==> src/link_pkg.sv <==
// shared sizes and types for the master link kernel
// the line word is fixed at valid plus 8 data bits, so channel_width_p must be 8

package link_pkg;

  // ----------------------------------------
  // sizes
  // ----------------------------------------

  // data bits per line word, the top level checks channel_width_p against it
  localparam int channel_width_c = 8;

  // calibration tests run per channel before activation
  localparam int number_tests_c = 3;

  // test tag width inside the calibration view
  localparam int test_index_width_c = 2;

  // pattern bits left after valid and tag
  localparam int calib_pattern_width_c = channel_width_c - test_index_width_c;

  typedef logic [test_index_width_c-1:0] test_index_t;

  // patterns alternate per test so a stuck line cannot pass two tests in a row
  localparam logic [calib_pattern_width_c-1:0] calib_pattern_even_c = 6'b101010;
  localparam logic [calib_pattern_width_c-1:0] calib_pattern_odd_c = 6'b010101;

  // ----------------------------------------
  // sequencer phases
  // ----------------------------------------

  typedef enum logic [1:0] {
    calib_wait_s,
    calib_prepare_s,
    calib_hold_s,
    calib_done_s
  } calib_state_e;

  // ----------------------------------------
  // line word
  // ----------------------------------------

  // normal traffic, valid plus one core word
  typedef struct packed {
    logic valid;
    logic [channel_width_c-1:0] data;
  } data_view_t;

  // calibration code, tag carries the test index
  typedef struct packed {
    logic valid;
    test_index_t tag;
    logic [calib_pattern_width_c-1:0] pattern;
  } calib_view_t;

  // same 9 bits on the wire, read as data or as calibration code
  typedef union packed {
    data_view_t data_view;
    calib_view_t calib_view;
  } calib_word_u;

endpackage

==> src/link_calib_checker.sv <==
// per-channel calibration scoring against the returned loopback word
// the channel goes active only when every test passed

module link_calib_checker (
  input  logic                  io_master_clk_i,
  input  logic                  reset_i,
  input  logic                  sample_i,
  input  logic                  calib_done_i,
  input  logic                  io_valid_i,
  input  link_pkg::calib_word_u io_word_i,
  input  link_pkg::test_index_t test_index_i,
  output logic                  channel_active_o
);

  localparam link_pkg::test_index_t last_test_lp =
    link_pkg::test_index_t'(link_pkg::number_tests_c - 1);

  logic [link_pkg::calib_pattern_width_c-1:0] expect_pattern_w;
  logic hit_w;
  logic done_n;
  logic [link_pkg::number_tests_c-1:0] pass_r, pass_n;
  logic active_r;

  // ----------------------------------------
  // compare in the calibration view
  // ----------------------------------------

  assign expect_pattern_w = test_index_i[0] ? link_pkg::calib_pattern_odd_c :
                                              link_pkg::calib_pattern_even_c;

  // missing valid counts as a fail
  assign hit_w = io_valid_i
              && (io_word_i.calib_view.tag == test_index_i)
              && (io_word_i.calib_view.pattern == expect_pattern_w);

  always_comb begin
    pass_n = pass_r;
    if (sample_i) begin
      pass_n[test_index_i] = hit_w;
    end
    // last sample counts as done so active rises with calib_done
    done_n = calib_done_i || (sample_i && (test_index_i == last_test_lp));
  end

  // ----------------------------------------
  // score and activation
  // ----------------------------------------

  always_ff @(posedge io_master_clk_i) begin
    if (reset_i) begin
      pass_r <= '0;
      active_r <= 1'b0;
    end else begin
      pass_r <= pass_n;
      active_r <= done_n && (&pass_n);
    end
  end

  assign channel_active_o = active_r;

endmodule

==> src/link_calib_sequencer.sv <==
// calibration phase sequencer, one instance drives every channel
// needs lg_wait_after_reset_p >= 1 and hold_cycles_p >= 2 for the loopback to settle

module link_calib_sequencer #(
  parameter int lg_wait_after_reset_p = 4,
  parameter int prepare_cycles_p = 6,
  parameter int hold_cycles_p = 4
) (
  input  logic                  io_master_clk_i,
  input  logic                  reset_i,
  output logic                  slave_reset_o,
  output logic                  calib_hold_o,
  output logic                  sample_o,
  output logic                  calib_done_o,
  output link_pkg::test_index_t test_index_o
);

  // one counter covers the wait and both phase lengths
  localparam int phase_max_lp = (prepare_cycles_p > hold_cycles_p) ?
                                prepare_cycles_p : hold_cycles_p;
  localparam int phase_bits_lp = $clog2(phase_max_lp);
  localparam int count_width_lp = (lg_wait_after_reset_p > phase_bits_lp) ?
                                  lg_wait_after_reset_p : phase_bits_lp;

  // slave reset sits two flops behind the counter, so the wait ends two early
  localparam logic [count_width_lp-1:0] wait_last_lp =
    count_width_lp'(2 ** lg_wait_after_reset_p - 2);
  localparam logic [count_width_lp-1:0] prepare_last_lp =
    count_width_lp'(prepare_cycles_p - 1);
  localparam logic [count_width_lp-1:0] hold_last_lp =
    count_width_lp'(hold_cycles_p - 1);
  localparam link_pkg::test_index_t last_test_lp =
    link_pkg::test_index_t'(link_pkg::number_tests_c - 1);

  link_pkg::calib_state_e state_r, state_n;
  logic [count_width_lp-1:0] count_r, count_n;
  link_pkg::test_index_t test_r, test_n;

  logic slave_reset_r;
  logic calib_hold_r;
  logic sample_r;
  logic calib_done_r;

  // ----------------------------------------
  // next state
  // ----------------------------------------

  always_comb begin
    state_n = state_r;
    count_n = count_r + 1'b1;
    test_n = test_r;
    unique case (state_r)
      link_pkg::calib_wait_s: begin
        if (count_r == wait_last_lp) begin
          state_n = link_pkg::calib_prepare_s;
          count_n = '0;
        end
      end
      link_pkg::calib_prepare_s: begin
        // index steps on entry to hold, it stays valid through the sample
        if (count_r == prepare_last_lp) begin
          state_n = link_pkg::calib_hold_s;
          count_n = '0;
          test_n = test_r + 1'b1;
        end
      end
      link_pkg::calib_hold_s: begin
        if (count_r == hold_last_lp) begin
          count_n = '0;
          if (test_r == last_test_lp) begin
            state_n = link_pkg::calib_done_s;
          end else begin
            state_n = link_pkg::calib_prepare_s;
          end
        end
      end
      default: begin
        // done is terminal until reset
        count_n = count_r;
      end
    endcase
  end

  // ----------------------------------------
  // state and phase registers
  // ----------------------------------------

  always_ff @(posedge io_master_clk_i) begin
    if (reset_i) begin
      state_r <= link_pkg::calib_wait_s;
      count_r <= '0;
      // all ones so the first hold wraps it to test 0
      test_r <= '1;
      slave_reset_r <= 1'b0;
      calib_hold_r <= 1'b0;
      sample_r <= 1'b0;
      calib_done_r <= 1'b0;
    end else begin
      state_r <= state_n;
      count_r <= count_n;
      test_r <= test_n;
      // hold leads the line by one, the channel output adds the other flop
      calib_hold_r <= (state_n == link_pkg::calib_hold_s);
      // these three are aligned with the line, one behind the state
      slave_reset_r <= (state_r == link_pkg::calib_prepare_s);
      sample_r <= (state_r == link_pkg::calib_hold_s) && (count_r == hold_last_lp);
      calib_done_r <= (state_r == link_pkg::calib_done_s);
    end
  end

  assign slave_reset_o = slave_reset_r;
  assign calib_hold_o = calib_hold_r;
  assign sample_o = sample_r;
  assign calib_done_o = calib_done_r;
  assign test_index_o = test_r;

endmodule

==> src/link_channel_out.sv <==
// one outgoing channel, calibration code during hold and core words once active
// line outputs are registered, so data mode has one cycle of latency

module link_channel_out #(
  parameter int channel_width_p = 8,
  parameter int lg_start_credits_p = 3,
  parameter int lg_token_decimation_p = 1
) (
  input  logic                       io_master_clk_i,
  input  logic                       reset_i,
  input  logic                       calib_hold_i,
  input  logic                       channel_active_i,
  input  logic                       core_valid_i,
  input  logic                       token_i,
  input  logic [channel_width_p-1:0] core_data_i,
  input  link_pkg::test_index_t      test_index_i,
  output logic                       core_ready_o,
  output logic                       im_valid_tline_o,
  output logic [channel_width_p-1:0] im_data_tline_o
);

  logic credit_avail_w;
  logic send_w;
  link_pkg::calib_word_u code_w;
  link_pkg::calib_word_u data_w;
  link_pkg::calib_word_u line_w;
  logic valid_r;
  logic [channel_width_p-1:0] data_r;

  // ----------------------------------------
  // flow control
  // ----------------------------------------

  // ready comes from registers only
  assign core_ready_o = channel_active_i && credit_avail_w;
  assign send_w = core_valid_i && core_ready_o;

  link_credit_counter #(
    .lg_start_credits_p(lg_start_credits_p),
    .lg_token_decimation_p(lg_token_decimation_p)
  ) credit_i (
    .io_master_clk_i(io_master_clk_i),
    .reset_i(reset_i),
    .send_i(send_w),
    .token_i(token_i),
    .credit_avail_o(credit_avail_w)
  );

  // ----------------------------------------
  // line word select
  // ----------------------------------------

  always_comb begin
    code_w.calib_view.valid = 1'b1;
    code_w.calib_view.tag = test_index_i;
    code_w.calib_view.pattern = test_index_i[0] ? link_pkg::calib_pattern_odd_c :
                                                  link_pkg::calib_pattern_even_c;
    data_w.data_view.valid = send_w;
    data_w.data_view.data = core_data_i;
    // hold and active never overlap, active comes after the last test
    line_w = calib_hold_i ? code_w : data_w;
  end

  always_ff @(posedge io_master_clk_i) begin
    if (reset_i) begin
      valid_r <= 1'b0;
    end else begin
      valid_r <= line_w.data_view.valid;
    end
  end

  // data holds its last value while the line is idle
  always_ff @(posedge io_master_clk_i) begin
    if (line_w.data_view.valid) begin
      data_r <= line_w.data_view.data;
    end
  end

  assign im_valid_tline_o = valid_r;
  assign im_data_tline_o = data_r;

endmodule

==> src/link_credit_counter.sv <==
// saturating credit count for one channel, starts full after reset
// requires lg_token_decimation_p <= lg_start_credits_p

module link_credit_counter #(
  parameter int lg_start_credits_p = 3,
  parameter int lg_token_decimation_p = 1
) (
  input  logic io_master_clk_i,
  input  logic reset_i,
  input  logic send_i,
  input  logic token_i,
  output logic credit_avail_o
);

  // one spare bit so full plus a token refill does not wrap
  localparam int count_width_lp = lg_start_credits_p + 2;
  localparam logic [count_width_lp-1:0] max_credits_lp =
    count_width_lp'(2 ** lg_start_credits_p);
  localparam logic [count_width_lp-1:0] token_credits_lp =
    count_width_lp'(2 ** lg_token_decimation_p);

  logic [count_width_lp-1:0] count_r;
  logic [count_width_lp-1:0] refill_w;
  logic [count_width_lp-1:0] sum_w;
  logic [count_width_lp-1:0] count_n;

  // ----------------------------------------
  // update
  // ----------------------------------------

  // each token stands for a decimated group of consumed words
  assign refill_w = token_i ? token_credits_lp : '0;

  // send only happens with credit left, so no underflow
  assign sum_w = count_r + refill_w - {{(count_width_lp - 1){1'b0}}, send_i};

  // far side never owes more than the start amount
  assign count_n = (sum_w > max_credits_lp) ? max_credits_lp : sum_w;

  always_ff @(posedge io_master_clk_i) begin
    if (reset_i) begin
      count_r <= max_credits_lp;
    end else begin
      count_r <= count_n;
    end
  end

  assign credit_avail_o = (count_r != '0);

endmodule

==> src/link_master_kernel.sv <==
// single-clock master link kernel, calibrates each channel then carries core words
// channel_width_p is fixed by the line word in link_pkg

module link_master_kernel #(
  parameter int channel_width_p = 8,
  parameter int link_channels_p = 2,
  parameter int lg_wait_after_reset_p = 4,
  parameter int prepare_cycles_p = 6,
  parameter int hold_cycles_p = 4,
  parameter int lg_start_credits_p = 3,
  parameter int lg_token_decimation_p = 1
) (
  input  logic                       io_master_clk_i,
  input  logic                       reset_i,
  input  logic [link_channels_p-1:0] core_valid_i,
  input  logic [channel_width_p-1:0] core_data_i [link_channels_p],
  output logic [link_channels_p-1:0] core_ready_o,
  output logic [link_channels_p-1:0] core_active_channels_o,
  input  logic [link_channels_p-1:0] token_i,
  input  logic [link_channels_p-1:0] io_valid_i,
  input  logic [channel_width_p-1:0] io_data_i [link_channels_p],
  output logic [link_channels_p-1:0] im_valid_tline_o,
  output logic [channel_width_p-1:0] im_data_tline_o [link_channels_p],
  output logic                       im_slave_reset_tline_o,
  output logic                       calib_done_o
);

  if (channel_width_p != link_pkg::channel_width_c) begin : g_width_check
    $error("channel_width_p must equal link_pkg::channel_width_c");
  end

  // sequencer outputs shared by all channels
  link_pkg::test_index_t test_index;
  logic calib_hold;
  logic sample;
  logic calib_done;

  link_pkg::calib_word_u io_word [link_channels_p];

  link_calib_sequencer #(
    .lg_wait_after_reset_p(lg_wait_after_reset_p),
    .prepare_cycles_p(prepare_cycles_p),
    .hold_cycles_p(hold_cycles_p)
  ) seq_i (
    .io_master_clk_i(io_master_clk_i),
    .reset_i(reset_i),
    .slave_reset_o(im_slave_reset_tline_o),
    .calib_hold_o(calib_hold),
    .sample_o(sample),
    .calib_done_o(calib_done),
    .test_index_o(test_index)
  );

  assign calib_done_o = calib_done;

  // ----------------------------------------
  // per-channel checker and output
  // ----------------------------------------

  for (genvar ch = 0; ch < link_channels_p; ch++) begin : g_ch
    // returned line packed as a data word, the checker reads it as a code
    assign io_word[ch].data_view.valid = io_valid_i[ch];
    assign io_word[ch].data_view.data = io_data_i[ch];

    link_calib_checker checker_i (
      .io_master_clk_i(io_master_clk_i),
      .reset_i(reset_i),
      .sample_i(sample),
      .calib_done_i(calib_done),
      .io_valid_i(io_valid_i[ch]),
      .io_word_i(io_word[ch]),
      .test_index_i(test_index),
      .channel_active_o(core_active_channels_o[ch])
    );

    link_channel_out #(
      .channel_width_p(channel_width_p),
      .lg_start_credits_p(lg_start_credits_p),
      .lg_token_decimation_p(lg_token_decimation_p)
    ) out_i (
      .io_master_clk_i(io_master_clk_i),
      .reset_i(reset_i),
      .calib_hold_i(calib_hold),
      .channel_active_i(core_active_channels_o[ch]),
      .core_valid_i(core_valid_i[ch]),
      .token_i(token_i[ch]),
      .core_data_i(core_data_i[ch]),
      .test_index_i(test_index),
      .core_ready_o(core_ready_o[ch]),
      .im_valid_tline_o(im_valid_tline_o[ch]),
      .im_data_tline_o(im_data_tline_o[ch])
    );
  end

endmodule

==> config.mk <==
export PLATFORM = sky130hd
export DESIGN_NAME = link_master_kernel
export DESIGN_NICKNAME = d
export VERILOG_FILES = /design/src/link_pkg.sv /design/src/link_calib_checker.sv /design/src/link_calib_sequencer.sv /design/src/link_channel_out.sv /design/src/link_credit_counter.sv /design/src/link_master_kernel.sv
export SDC_FILE = /design/constraint.sdc
export NUM_CORES = 1
export LEC_CHECK = 0
export ABC_AREA = 1
export BUFFER_PORTS_ARGS = -buffer_cell sky130_fd_sc_hd__buf_2
export CAP_MARGIN = 20
export CORE_ASPECT_RATIO = 1.1
export CORE_MARGIN = 2
export CORE_UTILIZATION = 35
export CTS_BUF_LIST = sky130_fd_sc_hd__clkbuf_8
export DETAILED_ROUTE_END_ITERATION = 6
export GPL_ROUTABILITY_DRIVEN = 0
export GPL_TIMING_DRIVEN = 0
export PLACE_DENSITY = 0.64
export RECOVER_POWER = 25
export SETUP_SLACK_MARGIN = 0.05
export SYNTH_ARGS = -nofsm -noshare
export SYNTH_HDL_FRONTEND = slang
export SYNTH_HIERARCHICAL = 1
export SYNTH_SLANG_ARGS = --single-unit
==> constraint.sdc <==
create_clock -name io_master_clk_i -period 3 [get_ports io_master_clk_i]
set_input_delay 0.3 -clock io_master_clk_i [delete_from_list [all_inputs] [get_ports io_master_clk_i]]
set_output_delay 0.3 -clock io_master_clk_i [all_outputs]
set_load 0.02 [all_outputs]
==> reports/metrics.cfg, run 1 <==
[detailed_routing]
viasPerCell = 4.274
detail-route-antenna-nets = 0
vias = 2338
dr.first_iter.drc_count = 43
first_pass_iters = 4
wl_per_cell_um = 9.530
drc = 0
wl_um = 5213

[sta]
fin_ws_ns = 0.5510
finalSetupTns_ns = 0
finalCriticalPeriod_ns = 2.449
rsz0062_at_grt = no
final-setup-viol-count = 0
max_freq_mhz = 408.3
drv_slew = 0
clock_skew_ns = 0.002357
fin_crit_sh = 0.8163
whs_ns = 0.2708
finalHoldViolCount = 0

[placement]
dpl_worst_slack_ns = 0.5856
dp_hpwl_um = 4310
port_buffers = 63

[critical_path]
critPathCaptureType = flop
crit_fanout = 3
crit_type = flop to flop
worst_ep_arrival_time_ns = 2.68
critical_path_buf_inv_count = 4
worstPathCellList = inv_1 > ha_1 > nand4_1 > nand3_1 > inv_1 > ha_1 > inv_1 > ha_1 > fa_1 > inv_1 > nand3_1 > a21oi_4 > nand2_2 > nor2_1
crit_path_start_kind = flop
worst_ep_required_time_ns = 3.23
crit_top_cell = inv_1
cp_slowest_stage_delay_ns = 0.47
crit_family = adder cells
slowest_stage = fa_1

[layout]
drive_gt1_frac = 0.1968
fin_util = 0.4353
n_antenna_cell = 0
nets = 503
area_growth_pct = 19.23

[global_route]
use_met1 = 0.1423
grt_use_met3 = 0.03144
track_usage = 0.1243
grt_start_max_net_pins = 15
antenna_found_initial = 0
grt_pass1_wl_um = 8804
overflow = 0
grt_pass1_vias = 2182
grt_util_met2 = 0.2262
grt.busiest_layer = met2

[synth]
syn_inst = 371
syn_area_um2 = 2759
synth_warnings = 6
ys_types = 30
ys_ff_latch = 48
synth.avg_cell_area_um2 = 7.436
seq_area_frac_synth = 0.4063
yosysTopAreaCell = dfxtp_1
synth.top_cell.area_share = 0.2322
yosys-top-cells-area = dfxtp_1 23%, edfxtp_1 17%, nand2_1 13%
syn-num-nets = 433

[clocking]
cts_tree = done
numCtsBuffers = 5
cts_hold_buf = 0
cts.clk_slew.worst_paths_ns = 0.08
cts_sinks = 48
clock_latency_ns = 0.29
postCtsSetupBuffers = 0
root_buffer = clkbuf_8
cts_resized = 0
h-tree-depth = 2
clock_path_buffers = 2

[die]
die_w_um = 88.65
rows = 33
dieArea_um2 = 8609
start_util = 0.3651
die_h_um = 97.12
core_um2 = 7556
ios = 64

[power]
power.leakage_nw = 1.737
cellPowerDensity_nw_per_um2 = 424.6
vdd_ir_drop_max_mv = 0.1702

[worst_hold_path]
hold_class = primary input to flop

[run_status]
status = completed

[flow_run]
cap_violations = 0

[flip-flops by register name (all words and copies together) (netlist names)]
register,count
g_ch.out_i/im_data_tline_o,16
seq_i/sample_o,1
seq_i/count_r,4
seq_i/slave_reset_o,1
seq_i/test_index_o,2
g_ch.out_i/credit_i/count_r,10
seq_i/calib_hold_o,1
seq_i/calib_done_o,1
seq_i/state_r,2
g_ch.checker_i/pass_r,6
g_ch.checker_i/channel_active_o,2
g_ch.out_i/im_valid_tline_o,2
[layout make-up]
class | instances | area [µm²]
multi-input cells | 244 | 1334
clock inverters | 3 | 38.79
flip-flops and latches | 48 | 1121
fillers | 770 | 4267
inverters | 77 | 289.0
plain buffers | 2 | 15.01
repair buffers | 63 | 291.5
well taps | 105 | 131.4
clock buffers | 5 | 68.82
[cell usage after synthesis (all sizes together)]
library cell	instances
nand2	110
inv	77
nor2	49
dfxtp	32
ha	20
nand3	20
edfxtp	16
a21oi	9
nand4	7
o21ai	7
or2	5
a21boi	4
and2	4
conb	2
fa	2
nand3b	2
o21a	2
buf	1
clkbuf	1
nor3	1
[final timing paths]
path	endpoint	cells past startpoint	start	slack, ns
max reg2reg	g_ch[1].out_i/credit_i/count_r[1]$_SDFF_PP0_	14	g_ch[1].out_i/credit_i/count_r[2]$_SDFF_PP0_	0.55
min	g_ch[1].out_i/im_data_tline_o[6]$_DFFE_PP_	3	core_data_i[6]	0.27
min reg2reg	seq_i/count_r[1]$_SDFFE_PP0N_	2	seq_i/count_r[1]$_SDFFE_PP0N_	0.52
max	g_ch[1].out_i/credit_i/count_r[1]$_SDFF_PP0_	14	g_ch[1].out_i/credit_i/count_r[2]$_SDFF_PP0_	0.55
[tightest hold or removal path, cell delays in order]
cell and delay (ns):
buf_2 0.08, nand2_1 0.04, nand2_1 0.04
[cell usage in the layout, fill, tap and decap left out, types with 5 or more instances in the layout]
cell type / instances
nand2_1: 99
inv_1: 71
buf_2: 44
nor2_1: 40
dfxtp_1: 32
ha_1: 20
clkbuf_1: 20
nand3_1: 18
edfxtp_1: 16
nand2_2: 11
nor2_2: 8
inv_2: 7
a21oi_1: 7
nand4_1: 6
o21ai_0: 6
clkbuf_8: 5
[where the power goes]
| group | internal [mW] | leakage (nW) | switching (mW) | total (mW) |
|---|---|---|---|---|
| combinational | 0.108 | 1.27 | 0.153 | 0.261 |
| sequential | 0.685 | 0.403 | 0.00864 | 0.693 |
| clock | 0.244 | 0.0593 | 0.198 | 0.442 |
[cell families after synthesis]
group,synth area share
compound gates,0.05351
other cells,0.002722
buf+inv,0.1102
fa+ha+maj,0.1052
flops,0.4063
simple gates,0.3220
[metal layers]
| layer | vias up | share of wire |
|---|---|---|
| li1 | 1267 | - |
| met1 | 1015 | 0.45 |
| met2 | 51 | 0.49 |
| met3 | 5 | 0.048 |
| met4 | 0 | 0.011 |
| met5 | - | 0 |
[through the flow]
stage	total power [mW]	instance area, µm²	instances
2_1_floorplan	0.9012	2759	371
3_3_place_gp	0.9608	3206	539
3_5_place_dp	0.9689	3206	539
4_1_cts	1.415	3313	547
5_1_grt	1.480	3289	547
6_report	1.397	3289	547
(Power assumes the default switching activity.)
==> run 2, diff against run 1 <==
==> constraint.sdc (replaced) <==
create_clock -name io_master_clk_i -period 2.5 [get_ports io_master_clk_i]
set_input_delay 0.25 -clock io_master_clk_i [delete_from_list [all_inputs] [get_ports io_master_clk_i]]
set_output_delay 0.25 -clock io_master_clk_i [all_outputs]
set_load 0.02 [all_outputs]
==> reports/metrics.cfg, run 2 (synthesis gave the netlist of run 1 again) <==
[critical_path]
critical_path_buf_inv_count = 4  ; unchanged
r2r_slack_ns = 0.18  ; -0.37 ns
worst_ep_required_time_ns = 2.73  ; -0.50 ns
crit_fanout = 3  ; unchanged
slowest_stage = fa_1
r2r_end = g_ch[1].out_i/credit_i/count_r[2]$_SDFF_PP0_
crit_family = adder cells
reg2reg_depth = 14  ; unchanged
cp_slowest_stage_delay_ns = 0.52  ; +0.05 ns
r2r-start = g_ch[1].out_i/credit_i/count_r[2]$_SDFF_PP0_
worst_ep_arrival_time_ns = 2.55  ; -0.13 ns
crit_type = flop to flop
critPathCaptureType = flop
crit_path_start_kind = flop
worstPathCellList = inv_2 > ha_1 > nand4_1 > nand3_2 > inv_1 > ha_1 > inv_1 > ha_2 > fa_1 > inv_2 > nand3_2 > a21oi_4 > nand2_2 > nor2_1

[run_status]
status = completed

[sta]
fin_ws_ns = 0.1787  ; -0.3723 ns
drv_slew = 0  ; unchanged
finalCriticalPeriod_ns = 2.321  ; -0.1277 ns
clock_skew_ns = 0.002563  ; +0.0002058 ns
max_freq_mhz = 430.8  ; +5.5%
final-setup-viol-count = 0  ; unchanged
finalHoldViolCount = 0  ; unchanged
rsz0062_at_grt = yes
fin_crit_sh = 0.9285  ; +0.1122
finalSetupTns_ns = 0  ; unchanged

[placement]
post_dp_cell_area_um2 = 3206  ; unchanged
dpl_worst_slack_ns = 0.08557  ; -0.5000 ns
dp.cells = 539  ; unchanged
dp_hpwl_um = 4310  ; unchanged
port_buffers = 63  ; unchanged

[layout]
nets = 506  ; +0.60%
area_growth_pct = 21.04
fin_util = 0.4420  ; +0.006624
drive_gt1_frac = 0.2270  ; +0.03013
fin_area_um2 = 3339  ; +1.5%
final_common_cell = nand2_1
final_cell_mix = 99 x nand2_1, 68 x inv_1, 44 x buf_2, 39 x nor2_1, 30 x dfxtp_1
stdcell_count = 550  ; +0.55%
n_antenna_cell = 0  ; unchanged
largest_reg_flops = 16  ; unchanged

[detailed_routing]
first_pass_iters = 4  ; unchanged
dr.first_iter.drc_count = 45  ; +4.7%
drc = 0  ; unchanged
wl_um = 5253  ; +0.77%
detail-route-antenna-nets = 0  ; unchanged
vias = 2350  ; +0.51%
wl_per_cell_um = 9.551  ; +0.22%
viasPerCell = 4.273  ; about the same

[worst_hold_path]
min_path_cells = 3  ; unchanged
hold_class = primary input to flop
hold_path_end = g_ch[1].out_i/im_data_tline_o[6]$_DFFE_PP_
min_from = core_data_i[6]

[global_route]
grt_start_max_net_pins = 15  ; unchanged
antenna_found_initial = 0  ; unchanged
grt_pass1_vias = 2182  ; unchanged
grt_pass1_wl_um = 8804  ; unchanged
overflow = 0  ; unchanged
track_usage = 0.1243  ; unchanged

[clocking]
cts_hold_buf = 0  ; unchanged
cts_sinks = 48  ; unchanged
clock_path_buffers = 2  ; unchanged
cts_tree = done
clock_latency_ns = 0.29  ; about the same
root_buffer = clkbuf_8
cts.clk_slew.worst_paths_ns = 0.08  ; about the same
numCtsBuffers = 5  ; unchanged
h-tree-depth = 2  ; unchanged

[die]
rows = 33  ; unchanged
ios = 64  ; unchanged
core_um2 = 7556  ; unchanged
dieArea_um2 = 8609  ; unchanged
start_util = 0.3651  ; unchanged
die_w_um = 88.65  ; unchanged
die_h_um = 97.12  ; unchanged

[power]
power.leakage_nw = 1.755  ; +1.1%
vdd_ir_drop_max_mv = 0.2040  ; +20%
cellPowerDensity_nw_per_um2 = 507.0  ; +19%

[flow_run]
cap_violations = 0  ; unchanged

## run 2: changes by cell type in the layout (fill, tap and decap cells not counted), sizes merged
cell  before  now
buf       45   48
## run 2: worst max-delay path by stage
stage,from,end,slack (ns),depth (start not counted)
finish,g_ch[1].out_i/credit_i/count_r[2]$_SDFF_PP0_,g_ch[1].out_i/credit_i/count_r[2]$_SDFF_PP0_,0.18,14
global route,g_ch[0].out_i/credit_i/count_r[2]$_SDFF_PP0_,g_ch[0].out_i/credit_i/count_r[2]$_SDFF_PP0_,0.03,14
CTS,g_ch[1].out_i/credit_i/count_r[2]$_SDFF_PP0_,g_ch[1].out_i/credit_i/count_r[1]$_SDFF_PP0_,0.06,14
detailed placement,g_ch[1].out_i/credit_i/count_r[2]$_SDFF_PP0_,g_ch[1].out_i/credit_i/count_r[1]$_SDFF_PP0_,0.09,14
global placement,g_ch[0].out_i/credit_i/count_r[2]$_SDFF_PP0_,g_ch[0].out_i/credit_i/count_r[1]$_SDFF_PP0_,0.13,14
floorplan,g_ch[0].out_i/credit_i/count_r[2]$_SDFF_PP0_,g_ch[0].out_i/credit_i/count_r[0]$_SDFF_PP0_,0.34,14
## run 2: routing by layer
metal / track usage / vias up / wire length (µm)
met5: 0 / - / 0
met4: 0.02797 / 0 / 59
met3: 0.03144 / 5 / 250
met2: 0.2262 / 51 / 2595
met1: 0.1423 / 1020 / 2348
li1: - / 1274 / -
## run 2: layout make-up
type                            instances  area, µm²
Timing Repair Buffer                   66      314.1
Clock inverter                          3      38.79
Tap cell                              105      131.4
Buffer                                  2      15.01
Fill cell                             764       4217
Multi-Input combinational cell        244       1359
Inverter                               77      289.0
Clock buffer                            5      68.82
Sequential cell                        48       1124
## run 2: power by group
group	internal, mW	total [mW]	leakage [nW]	switching [mW]
clock	0.293	0.531	0.0593	0.238
sequential	0.823	0.834	0.404	0.0110
combinational	0.139	0.328	1.29	0.189
total	1.25	1.69	1.76	0.438
## run 2: what timing repair did
action / CTS / global route
endpoints found under the hold margin: 0 / 0
resized for setup: 0 / 11
setup endpoints to repair: 0 / 8
buffers inserted: 0 / 3
## run 2: worst min-delay path: cells and delay by family
kind | cells | cell delay, ns
buffers and inverters | 1 | 0.08
and+or+nand+nor | 2 | 0.08
## run 2: per-stage QoR
step	power, mW	hold WS (ns)
6_report	1.693	0.2217
2_1_floorplan	1.081	0.3191
5_1_grt	1.795	0.2132
4_1_cts	1.698	0.2140
3_3_place_gp	1.153	0.5037
3_5_place_dp	1.163	0.5113
